**config.mk**
```make
export PLATFORM = sky130hd
export DESIGN_NAME = branch_predictor
export DESIGN_NICKNAME = d
export VERILOG_FILES = /design/src/source/bp_isa_pkg.sv /design/src/source/bp_table_pkg.sv /design/src/source/bht_way.sv /design/src/source/bht_alloc_ctrl.sv /design/src/source/bht_resolve.sv /design/src/source/branch_predictor.sv
export VERILOG_INCLUDE_DIRS = /design/src /design/src/source
export SDC_FILE = /design/constraint.sdc
export NUM_CORES = 2
export LEC_CHECK = 0
export BUFFER_PORTS_ARGS = -buffer_cell sky130_fd_sc_hd__buf_2
export CAP_MARGIN = 30
export CORE_UTILIZATION = 50
export CTS_BUF_LIST = sky130_fd_sc_hd__clkbuf_16
export DETAILED_ROUTE_END_ITERATION = 16
export GPL_TIMING_DRIVEN = 0
export PLACE_DENSITY = 0.66
export SLEW_MARGIN = 20
export SYNTH_ARGS = -nofsm -noshare
export SYNTH_HDL_FRONTEND = slang
export SYNTH_HIERARCHICAL = 1
export SYNTH_SLANG_ARGS = --single-unit
export TNS_END_PERCENT = 100
```
**constraint.sdc**
```tcl
create_clock -name CLK -period 19.12 [get_ports CLK]
set_clock_uncertainty 0.2 [all_clocks]
set_input_delay 5.736 -clock CLK [delete_from_list [all_inputs] [get_ports CLK]]
set_output_delay 5.736 -clock CLK [all_outputs]
set_load 0.02 [all_outputs]
```
**src/source/bp_consts.svh**
```systemverilog
`ifndef BP_CONSTS_SVH
`define BP_CONSTS_SVH

// halfword program counter width
`define BP_PC_W 11

// set index comes from the low pc bits
`define BP_SET_W 4
`define BP_SETS 16

// associativity and the width of a way index
`define BP_WAYS 4
`define BP_WAY_W 2

// stored tag: interrupt-mode bit on top of pc[10:4]
`define BP_TAG_W 8

// 2-bit saturating counter
`define BP_CNT_W 2

`endif

```
**src/source/bp_isa_pkg.sv**
```systemverilog
package bp_isa_pkg;

	////////////////////////////////////////////////////////////////////////////
	// branch instructions seen by the execute stage
	////////////////////////////////////////////////////////////////////////////

	// BR_NONE means the execute slot holds no branch
	typedef enum logic [3:0] {
		BR_NONE = 4'd0,
		BR_BEQ  = 4'd1,
		BR_BNE  = 4'd2,
		BR_BLT  = 4'd3,
		BR_BGE  = 4'd4,
		BR_BLTU = 4'd5,
		BR_BGEU = 4'd6,
		// compressed forms compare against zero
		BR_BEQZ = 4'd7,
		BR_BNEZ = 4'd8
	} branch_op_e;

	// compressed branches are one halfword long, the rest two
	function automatic logic is_compressed(input branch_op_e op);
		return (op == BR_BEQZ) || (op == BR_BNEZ);
	endfunction

	// real outcome from the alu flags
	// less already carries signed or unsigned meaning from the alu
	function automatic logic branch_taken(input branch_op_e op, input logic z,
		input logic less);
		logic taken;
		case (op)
			BR_BEQ, BR_BEQZ: taken = z;
			BR_BNE, BR_BNEZ: taken = !z;
			BR_BLT, BR_BLTU: taken = less;
			BR_BGE, BR_BGEU: taken = !less;
			default:         taken = 1'b0;
		endcase
		return taken;
	endfunction

endpackage

```
**src/source/bp_table_pkg.sv**
```systemverilog
package bp_table_pkg;

	`include "bp_consts.svh"

	////////////////////////////////////////////////////////////////////////////
	// table state
	////////////////////////////////////////////////////////////////////////////

	// msb of the counter is the taken prediction
	typedef enum logic [`BP_CNT_W-1:0] {
		CNT_SNT = 2'd0,
		CNT_WNT = 2'd1,
		CNT_WT  = 2'd2,
		CNT_ST  = 2'd3
	} sat_cnt_e;

	// payload of one entry, the valid bit lives apart so it can be reset
	typedef struct packed {
		logic [`BP_TAG_W-1:0] tag;
		logic [`BP_PC_W-1:0]  target;
		sat_cnt_e             cnt;
	} bht_entry_t;

	////////////////////////////////////////////////////////////////////////////
	// next-pc correction from execute
	////////////////////////////////////////////////////////////////////////////

	// code 1 is unused, the pc mux treats it like FIX_NONE
	typedef enum logic [1:0] {
		FIX_NONE = 2'd0,
		FIX_CNI  = 2'd2,
		FIX_PBT  = 2'd3
	} pc_fix_e;

endpackage

```
**src/source/bht_way.sv**
```systemverilog
`timescale 1ns/1ps

`include "bp_consts.svh"

module bht_way (
	input  logic                        CLK,
	input  logic                        nrst,
	input  logic                        en,
	input  logic                        stall,
	input  logic                        isr_running,
	input  logic [`BP_PC_W-1:0]         if_pc,
	input  logic [`BP_PC_W-1:0]         id_pc,
	input  logic [`BP_PC_W-1:0]         exe_pc,
	input  logic                        alloc_we,
	input  logic [`BP_SET_W-1:0]        alloc_set,
	input  logic [`BP_TAG_W-1:0]        alloc_tag,
	input  logic [`BP_PC_W-1:0]         alloc_target,
	input  bp_table_pkg::sat_cnt_e      alloc_cnt,
	input  logic                        upd_we,
	input  logic [`BP_SET_W-1:0]        upd_set,
	input  bp_table_pkg::sat_cnt_e      upd_cnt,
	output logic                        if_hit,
	output logic                        id_hit,
	output logic                        exe_hit,
	output logic [`BP_PC_W-1:0]         if_target,
	output bp_table_pkg::sat_cnt_e      if_cnt,
	output logic [`BP_PC_W-1:0]         exe_target,
	output bp_table_pkg::sat_cnt_e      exe_cnt
);
	import bp_table_pkg::*;

	// one entry per set
	logic [`BP_SETS-1:0] valid;
	bht_entry_t          entries [`BP_SETS];

	// read ports: 0 fetch, 1 decode, 2 execute
	logic [`BP_PC_W-1:0]  port_pc  [3];
	logic [`BP_SET_W-1:0] port_set [3];
	logic [2:0]           port_hit;

	////////////////////////////////////////////////////////////////////////////
	// tag compare
	////////////////////////////////////////////////////////////////////////////

	assign port_pc[0] = if_pc;
	assign port_pc[1] = id_pc;
	assign port_pc[2] = exe_pc;

	for (genvar p = 0; p < 3; p++) begin : g_port
		assign port_set[p] = port_pc[p][`BP_SET_W-1:0];
		// tag is the mode bit followed by the pc bits above the set index
		assign port_hit[p] = valid[port_set[p]] &&
			(entries[port_set[p]].tag == {isr_running, port_pc[p][`BP_PC_W-1:`BP_SET_W]});
	end

	assign if_hit  = port_hit[0];
	assign id_hit  = port_hit[1];
	assign exe_hit = port_hit[2];

	// raw payload, the resolver masks it with the hit bit
	assign if_target  = entries[port_set[0]].target;
	assign if_cnt     = entries[port_set[0]].cnt;
	assign exe_target = entries[port_set[2]].target;
	assign exe_cnt    = entries[port_set[2]].cnt;

	////////////////////////////////////////////////////////////////////////////
	// write port
	////////////////////////////////////////////////////////////////////////////

	// valid bits are the only control state here
	always_ff @(posedge CLK) begin
		if (!nrst) begin
			valid <= '0;
		end else if (en && !stall && alloc_we) begin
			valid[alloc_set] <= 1'b1;
		end
	end

	// allocation replaces the whole entry
	// an update only touches the counter and loses to a same-edge allocation
	always_ff @(posedge CLK) begin
		if (en && !stall) begin
			if (alloc_we) begin
				entries[alloc_set].tag    <= alloc_tag;
				entries[alloc_set].target <= alloc_target;
				entries[alloc_set].cnt    <= alloc_cnt;
			end else if (upd_we) begin
				entries[upd_set].cnt <= upd_cnt;
			end
		end
	end

	// an update only rewrites the entry that the execute port hits
	a_upd_hits: assert property (@(posedge CLK) disable iff (!nrst)
		upd_we |-> (exe_hit && (upd_set == port_set[2])));

endmodule

```
**src/source/bht_alloc_ctrl.sv**
```systemverilog
`timescale 1ns/1ps

`include "bp_consts.svh"

module bht_alloc_ctrl (
	input  logic                        CLK,
	input  logic                        nrst,
	input  logic                        en,
	input  logic                        stall,
	input  logic                        isr_running,
	input  logic [`BP_PC_W-1:0]         id_pc,
	input  logic [`BP_PC_W-1:0]         id_target,
	input  logic                        id_is_jump,
	input  logic                        id_is_branch,
	input  logic [`BP_WAYS-1:0]         id_hit,
	output logic [`BP_WAYS-1:0]         alloc_we,
	output logic [`BP_SET_W-1:0]        alloc_set,
	output logic [`BP_TAG_W-1:0]        alloc_tag,
	output logic [`BP_PC_W-1:0]         alloc_target,
	output bp_table_pkg::sat_cnt_e      alloc_cnt,
	output logic                        id_jump_in_bht,
	output logic                        jump_alloc
);
	import bp_table_pkg::*;

	// next way to replace in each set
	logic [`BP_WAY_W-1:0] fifo_ptr [`BP_SETS];

	logic id_miss;
	logic alloc_req;

	////////////////////////////////////////////////////////////////////////////
	// allocation request
	////////////////////////////////////////////////////////////////////////////

	assign id_miss   = ~|id_hit;
	// only control transfers not already in the table get an entry
	assign alloc_req = (id_is_branch || id_is_jump) && id_miss;

	assign alloc_set    = id_pc[`BP_SET_W-1:0];
	assign alloc_tag    = {isr_running, id_pc[`BP_PC_W-1:`BP_SET_W]};
	assign alloc_target = id_target;
	// jumps always go, branches start just below the taken threshold
	assign alloc_cnt    = id_is_jump ? CNT_ST : CNT_WNT;

	// pointer of the set picks the victim way
	always_comb begin
		alloc_we = '0;
		if (alloc_req) begin
			alloc_we = `BP_WAYS'(1) << fifo_ptr[alloc_set];
		end
	end

	// tells the pc mux to skip the decode redirect
	assign id_jump_in_bht = id_is_jump && !id_miss;
	// new jump, fetch went the wrong way once
	assign jump_alloc     = id_is_jump && id_miss;

	////////////////////////////////////////////////////////////////////////////
	// fifo pointers
	////////////////////////////////////////////////////////////////////////////

	always_ff @(posedge CLK) begin
		if (!nrst) begin
			for (int s = 0; s < `BP_SETS; s++) begin
				fifo_ptr[s] <= '0;
			end
		end else if (en && !stall && alloc_req) begin
			// wraps after the last way
			fifo_ptr[alloc_set] <= fifo_ptr[alloc_set] + 1'b1;
		end
	end

	// the decode pc sits in one way at most
	a_id_onehot: assert property (@(posedge CLK) disable iff (!nrst)
		$onehot0(id_hit));

endmodule

```
**src/source/bht_resolve.sv**
```systemverilog
`timescale 1ns/1ps

`include "bp_consts.svh"

module bht_resolve (
	input  logic                        CLK,
	input  logic                        nrst,
	input  logic                        en,
	input  logic                        stall,
	input  logic [`BP_PC_W-1:0]         exe_pc,
	input  bp_isa_pkg::branch_op_e      exe_op,
	input  logic                        exe_z,
	input  logic                        exe_less,
	input  logic [`BP_WAYS-1:0]         if_hit,
	input  logic [`BP_PC_W-1:0]         if_target [`BP_WAYS],
	input  bp_table_pkg::sat_cnt_e      if_cnt [`BP_WAYS],
	input  logic [`BP_WAYS-1:0]         exe_hit,
	input  logic [`BP_PC_W-1:0]         exe_target [`BP_WAYS],
	input  bp_table_pkg::sat_cnt_e      exe_cnt [`BP_WAYS],
	input  logic                        jump_alloc,
	output logic                        if_prediction,
	output logic [`BP_PC_W-1:0]         if_pbt,
	output bp_table_pkg::pc_fix_e       exe_correction,
	output logic [`BP_PC_W-1:0]         exe_pbt,
	output logic [`BP_PC_W-1:0]         exe_cni,
	output logic [`BP_WAYS-1:0]         upd_we,
	output logic [`BP_SET_W-1:0]        upd_set,
	output bp_table_pkg::sat_cnt_e      upd_cnt,
	output logic                        flush
);
	import bp_isa_pkg::*;
	import bp_table_pkg::*;

	// merged entries, zero on a miss
	logic [`BP_PC_W-1:0]  if_tgt_m;
	logic [`BP_CNT_W-1:0] if_cnt_m;
	logic [`BP_PC_W-1:0]  exe_tgt_m;
	logic [`BP_CNT_W-1:0] exe_cnt_raw;
	sat_cnt_e             exe_cnt_m;

	logic                           exe_is_br;
	logic                           exe_taken;
	logic                           mispredict;
	logic [`BP_PC_W-`BP_SET_W-1:0]  exe_tag_pc;
	logic [`BP_PC_W-1:0]            cni_step;
	sat_cnt_e                       cnt_next;

	logic flush_q;
	logic flush_d;

	////////////////////////////////////////////////////////////////////////////
	// hit merging
	////////////////////////////////////////////////////////////////////////////

	// and-or mux, at most one way hits per port
	always_comb begin
		if_tgt_m    = '0;
		if_cnt_m    = '0;
		exe_tgt_m   = '0;
		exe_cnt_raw = '0;
		for (int w = 0; w < `BP_WAYS; w++) begin
			if (if_hit[w]) begin
				if_tgt_m = if_tgt_m | if_target[w];
				if_cnt_m = if_cnt_m | if_cnt[w];
			end
			if (exe_hit[w]) begin
				exe_tgt_m   = exe_tgt_m | exe_target[w];
				exe_cnt_raw = exe_cnt_raw | exe_cnt[w];
			end
		end
	end

	assign exe_cnt_m = sat_cnt_e'(exe_cnt_raw);

	// fetch prediction is the counter msb
	assign if_prediction = if_cnt_m[`BP_CNT_W-1];
	assign if_pbt        = if_tgt_m;

	////////////////////////////////////////////////////////////////////////////
	// execute resolution
	////////////////////////////////////////////////////////////////////////////

	assign exe_is_br  = (exe_op != BR_NONE);
	assign exe_taken  = branch_taken(exe_op, exe_z, exe_less);
	// a missing entry counts as predicted not taken
	assign mispredict = exe_is_br && (exe_cnt_m[`BP_CNT_W-1] != exe_taken);

	always_comb begin
		exe_correction = FIX_NONE;
		if (mispredict) begin
			exe_correction = exe_taken ? FIX_PBT : FIX_CNI;
		end
	end

	assign exe_pbt = exe_tgt_m;

	// stored tag equals the exe pc bits on a hit and reads as zero on a miss
	assign exe_tag_pc = (|exe_hit) ? exe_pc[`BP_PC_W-1:`BP_SET_W] : '0;
	assign cni_step   = is_compressed(exe_op) ? `BP_PC_W'(1) : `BP_PC_W'(2);
	assign exe_cni    = {exe_tag_pc, exe_pc[`BP_SET_W-1:0]} + cni_step;

	// saturating counter step
	always_comb begin
		cnt_next = exe_cnt_m;
		if (exe_taken) begin
			if (exe_cnt_m != CNT_ST) begin
				cnt_next = sat_cnt_e'(exe_cnt_m + 1'b1);
			end
		end else if (exe_cnt_m != CNT_SNT) begin
			cnt_next = sat_cnt_e'(exe_cnt_m - 1'b1);
		end
	end

	// write back only into the hitting way and only on a change
	assign upd_we  = (exe_is_br && (cnt_next != exe_cnt_m)) ? exe_hit : '0;
	assign upd_set = exe_pc[`BP_SET_W-1:0];
	assign upd_cnt = cnt_next;

	////////////////////////////////////////////////////////////////////////////
	// flush sequencing
	////////////////////////////////////////////////////////////////////////////

	// the second flush cycle wins over anything new in that cycle
	always_comb begin
		if (flush_q) begin
			flush   = 1'b1;
			flush_d = 1'b0;
		end else if (mispredict) begin
			flush   = 1'b1;
			flush_d = 1'b1;
		end else begin
			flush   = 1'b0;
			// a new jump only flushes the following cycle
			flush_d = jump_alloc;
		end
	end

	always_ff @(posedge CLK) begin
		if (!nrst) begin
			flush_q <= 1'b0;
		end else if (en && !stall) begin
			flush_q <= flush_d;
		end
	end

	// ways never hold two copies of the same pc
	a_exe_onehot: assert property (@(posedge CLK) disable iff (!nrst)
		$onehot0(exe_hit));

endmodule

```
**src/source/branch_predictor.sv**
```systemverilog
`timescale 1ns/1ps

`include "bp_consts.svh"

module branch_predictor (
	input  logic                        CLK,
	input  logic                        nrst,
	input  logic                        en,
	input  logic                        stall,
	input  logic                        isr_running,
	input  logic [`BP_PC_W-1:0]         if_pc,
	input  logic [`BP_PC_W-1:0]         id_pc,
	input  logic [`BP_PC_W-1:0]         id_target,
	input  logic                        id_is_jump,
	input  logic                        id_is_branch,
	input  logic [`BP_PC_W-1:0]         exe_pc,
	input  bp_isa_pkg::branch_op_e      exe_op,
	input  logic                        exe_z,
	input  logic                        exe_less,
	output logic                        if_prediction,
	output logic [`BP_PC_W-1:0]         if_pbt,
	output bp_table_pkg::pc_fix_e       exe_correction,
	output logic [`BP_PC_W-1:0]         exe_pbt,
	output logic [`BP_PC_W-1:0]         exe_cni,
	output logic                        flush,
	output logic                        id_jump_in_bht
);
	import bp_table_pkg::*;

	// per-way read results
	logic [`BP_WAYS-1:0] if_hit;
	logic [`BP_WAYS-1:0] id_hit;
	logic [`BP_WAYS-1:0] exe_hit;
	logic [`BP_PC_W-1:0] if_target  [`BP_WAYS];
	sat_cnt_e            if_cnt     [`BP_WAYS];
	logic [`BP_PC_W-1:0] exe_target [`BP_WAYS];
	sat_cnt_e            exe_cnt    [`BP_WAYS];

	// shared write buses
	logic [`BP_WAYS-1:0]  alloc_we;
	logic [`BP_SET_W-1:0] alloc_set;
	logic [`BP_TAG_W-1:0] alloc_tag;
	logic [`BP_PC_W-1:0]  alloc_target;
	sat_cnt_e             alloc_cnt;
	logic [`BP_WAYS-1:0]  upd_we;
	logic [`BP_SET_W-1:0] upd_set;
	sat_cnt_e             upd_cnt;
	logic                 jump_alloc;

	bht_alloc_ctrl u_alloc (
		.CLK, .nrst, .en, .stall, .isr_running,
		.id_pc, .id_target, .id_is_jump, .id_is_branch, .id_hit,
		.alloc_we, .alloc_set, .alloc_tag, .alloc_target, .alloc_cnt,
		.id_jump_in_bht, .jump_alloc
	);

	for (genvar i = 0; i < `BP_WAYS; i++) begin : g_way
		bht_way u_way (
			.CLK, .nrst, .en, .stall, .isr_running,
			.if_pc, .id_pc, .exe_pc,
			.alloc_we(alloc_we[i]), .alloc_set, .alloc_tag, .alloc_target, .alloc_cnt,
			.upd_we(upd_we[i]), .upd_set, .upd_cnt,
			.if_hit(if_hit[i]), .id_hit(id_hit[i]), .exe_hit(exe_hit[i]),
			.if_target(if_target[i]), .if_cnt(if_cnt[i]),
			.exe_target(exe_target[i]), .exe_cnt(exe_cnt[i])
		);
	end

	bht_resolve u_resolve (
		.CLK, .nrst, .en, .stall,
		.exe_pc, .exe_op, .exe_z, .exe_less,
		.if_hit, .if_target, .if_cnt, .exe_hit, .exe_target, .exe_cnt, .jump_alloc,
		.if_prediction, .if_pbt, .exe_correction, .exe_pbt, .exe_cni,
		.upd_we, .upd_set, .upd_cnt, .flush
	);

endmodule

```
==> out/results.tsv <==
stage	metric	value	unit
sta	RSZ-0062 raised after global routing	false	
critical_path	crit-path cells	buf_2 -> buf_6 -> buf_4 -> buf_2 -> buf_1 -> mux2i_1 -> o31a_1 -> nand4_1 -> a2111oi_2 -> clkbuf_1 -> a22oi_1 -> nand2_1 -> buf_2	
logic_synthesis	Mean Syn Cell Area	18.66	um^2
critical_path	Worst Path Class, Setup	in2out	
sta	minimum clock period	17.32	ns
logic_synthesis	syn nets	4057	
cts	cts repair resizes	0	
drt	initial drt markers	7370	
cts	total CTS buffers	155	
placement	dpl hpwl	179500	um
sta	setup_tns	0	ns
logic_synthesis	Cells after Synth	3993	
cts	CTS clk-pin slew, worst paths	0.06	ns
critical_path	Worst setup SP type	primary input	
drt	Vias/cell	7.215	
grt	vias in the first global route	44930	
floorplanning	Die Width	388	um
drt	WL/cell	40.20	um
final_layout	layout cells sized above 1	37.14	%
sta	Achievable Freq	57.75	MHz
final_layout	P&R area growth vs syn	14.46	%
floorplanning	initial core utilization	50.39	%
cts	CTS tree	done	
power	Worst VDD drop	72.32	uV
critical_path	RR Endpoint	g_way[1].u_way/entries[11][18]	
final_layout	non-filler instance count after layout	6479	
critical_path	Worst EP arrival	11.38	ns
critical_path	R2R depth	17	
floorplanning	Core Area	0.1478	mm^2
cts	worst-case clock buffer depth	3	
cts	Post-CTS Setup Repair Bufs	0	
critical_path	Worst Setup End Kind	output port	
sta	Finish-stage setup viols	0	
floorplanning	Die Y	388	um
floorplanning	DIE AREA	0.1505	mm^2
critical_path	CP max stage delay	0.83	ns
grt	GRT Total Usage	34.69	%
placement	pre-CTS setup slack	2.070	ns
power	P per Cell Area	84.09	mW/mm^2
placement	placed cell areas	0.07976	mm^2
placement	Inst Count DP	6092	
critical_path	cell mode on critical path	buf_2	
worst_hold_path	hold_sp	g_way[3].u_way/valid[7]	
sta	Worst Max-Slew Pin Slew	1.091	ns
grt	initial antenna violation count	25	
logic_synthesis	cell area after synthesis	0.07450	mm^2
cts	CTS root buf	clkbuf_16	
sta	Relative slew margins	27.25	%
critical_path	slowest stage cell, crit path	a2111oi_2	
power	Leakage	28.00	nW
cts	worst-skew pair later-pin latency	0.82	ns
drt	DR DRC count	0	
final_layout	post-route cell area	0.08527	mm^2
drt	ANT nets after route	0	
critical_path	RR Startpoint	g_way[3].u_way/entries[1][15]	
worst_hold_path	Hold Path End	g_way[3].u_way/valid[7]	
run	Max Cap Viol	0	
sta	Pins Over Slew Limit	0	
grt	gr ovfl total	0	
critical_path	reg-to-reg setup timing slack	11.75	ns
placement	GPL Wtd Cong	0.9872	
floorplanning	row cnt	141	
sta	final hold viol count	0	
cts	Sink Count	1441	
critical_path	critical path peak fanout	12	
cts	CTS Hold Buffers Added	0	
critical_path	Req. time, crit path	13.18	ns
floorplanning	I/O pins	95	
sta	Tcrit/Tclk final	90.56	%
grt	first-pass GRT wire length	357200	um
worst_hold_path	Hold Path Depth	1	
drt	DRT Pass-1 Iters	8	
status	outcome	complete, no violations	
critical_path	Crit path buffers/inverters	7	
sta	final worst slack	1.805	ns
logic_synthesis	Yosys warnings	6	
critical_path	Top Family by Delay on Critical Path	buffers and inverters	
drt	via count	46740	
drt	WL final	260400	um
final_layout	final core occ	57.68	%
cts	htree depth	4	
worst_hold_path	Worst Hold Class	reg2reg	
grt	largest net degree at the start of global routing	30	
final_layout	fin nets	4447	
placement	Port Buffer Count	79	
placed cells by master, fill, tap and decap left out, types with 19 or more instances in the layout:
master / count
buf_6: 28
nand2_1: 75
o21a_1: 61
xnor2_1: 113
nor2_4: 64
buf_4: 114
diode_2: 39
mux4_2: 862
buf_16: 54
nand2b_1: 47
nor3_1: 30
clkinv_1: 30
o22ai_1: 20
nor2b_1: 86
dfxtp_1: 65
clkinv_2: 19
clkbuf_1: 58
mux2_2: 45
nor2_1: 128
a22oi_1: 54
buf_1: 36
mux2i_1: 298
buf_2: 234
xor2_1: 49
a31oi_1: 32
edfxtp_1: 1376
o21ai_0: 28
inv_1: 72
clkbuf_16: 160
mux4_1: 28
worst register-to-register path, cell delays in order (launching register included):
cell      delay [ns]
edfxtp_1        0.44
mux4_2          0.49
mux2i_1         0.29
xor2_1          0.18
nand2_1         0.07
or4_1           0.52
a211oi_2        0.87
a22oi_1         0.34
nand2_1         0.23
nor2_1          0.08
a221oi_2        0.49
and2_1          0.36
nor4bb_1        0.31
clkbuf_1        0.34
buf_1           0.42
clkbuf_1        0.85
nor2b_1         0.36
buf_4           0.28
worst max-delay path by stage:
stage / start / to / slack (ns) / cells after the start
finish: if_pc[1] / if_pbt[0] / 1.80 / 13
global route: exe_pc[1] / flush / 1.90 / 15
CTS: if_pc[1] / if_pbt[0] / 2.08 / 13
detailed placement: if_pc[1] / if_pbt[0] / 2.07 / 13
global placement: if_pc[1] / if_pbt[0] / 2.06 / 13
floorplan: exe_pc[0] / flush / 4.68 / 11
layout make-up:
class                      instances  area [um^2]
antenna                           39        97.59
timing repair buffer             233         2816
fill                           10990        62570
clock buffer                     160         4004
sequential                      1441        42620
buffer                           327         1838
tap                             1930         2415
inverter                          25        93.84
clock inverter                   124        919.6
multi-input combinational       2200        30460
state kept, by name (all words and copies together), names as in the netlist:
signal	flops
g_way.u_way/entries	1344
g_way.u_way/valid	64
u_alloc/fifo_ptr	32
u_resolve/flush_q	1
per-stage QoR:
stage          hold slack, ns  total power [W]
2_1_floorplan          0.2661         0.003992
3_5_place_dp           0.2905         0.004262
6_report               0.3026         0.007170
3_3_place_gp           0.2796         0.004245
4_1_cts                0.3043         0.007168
5_1_grt                0.3294         0.007326
per-layer routing:
metal  wire length (um)  vias up  track usage, %
li1                   -    17790               -
met1              92650    24730           46.73
met2             115700     3676           50.67
met3              40440      542           13.21
met4              11600       12           14.54
met5                 81        -               0
power breakdown:
part           switching, W  leakage [nW]  internal, W  total [W]
clock network       0.00126          2.58      0.00169    0.00294
logic              0.000454          12.5     0.000302   0.000757
registers        0.00000447          12.9      0.00346    0.00347
(Power assumes the default switching activity.)
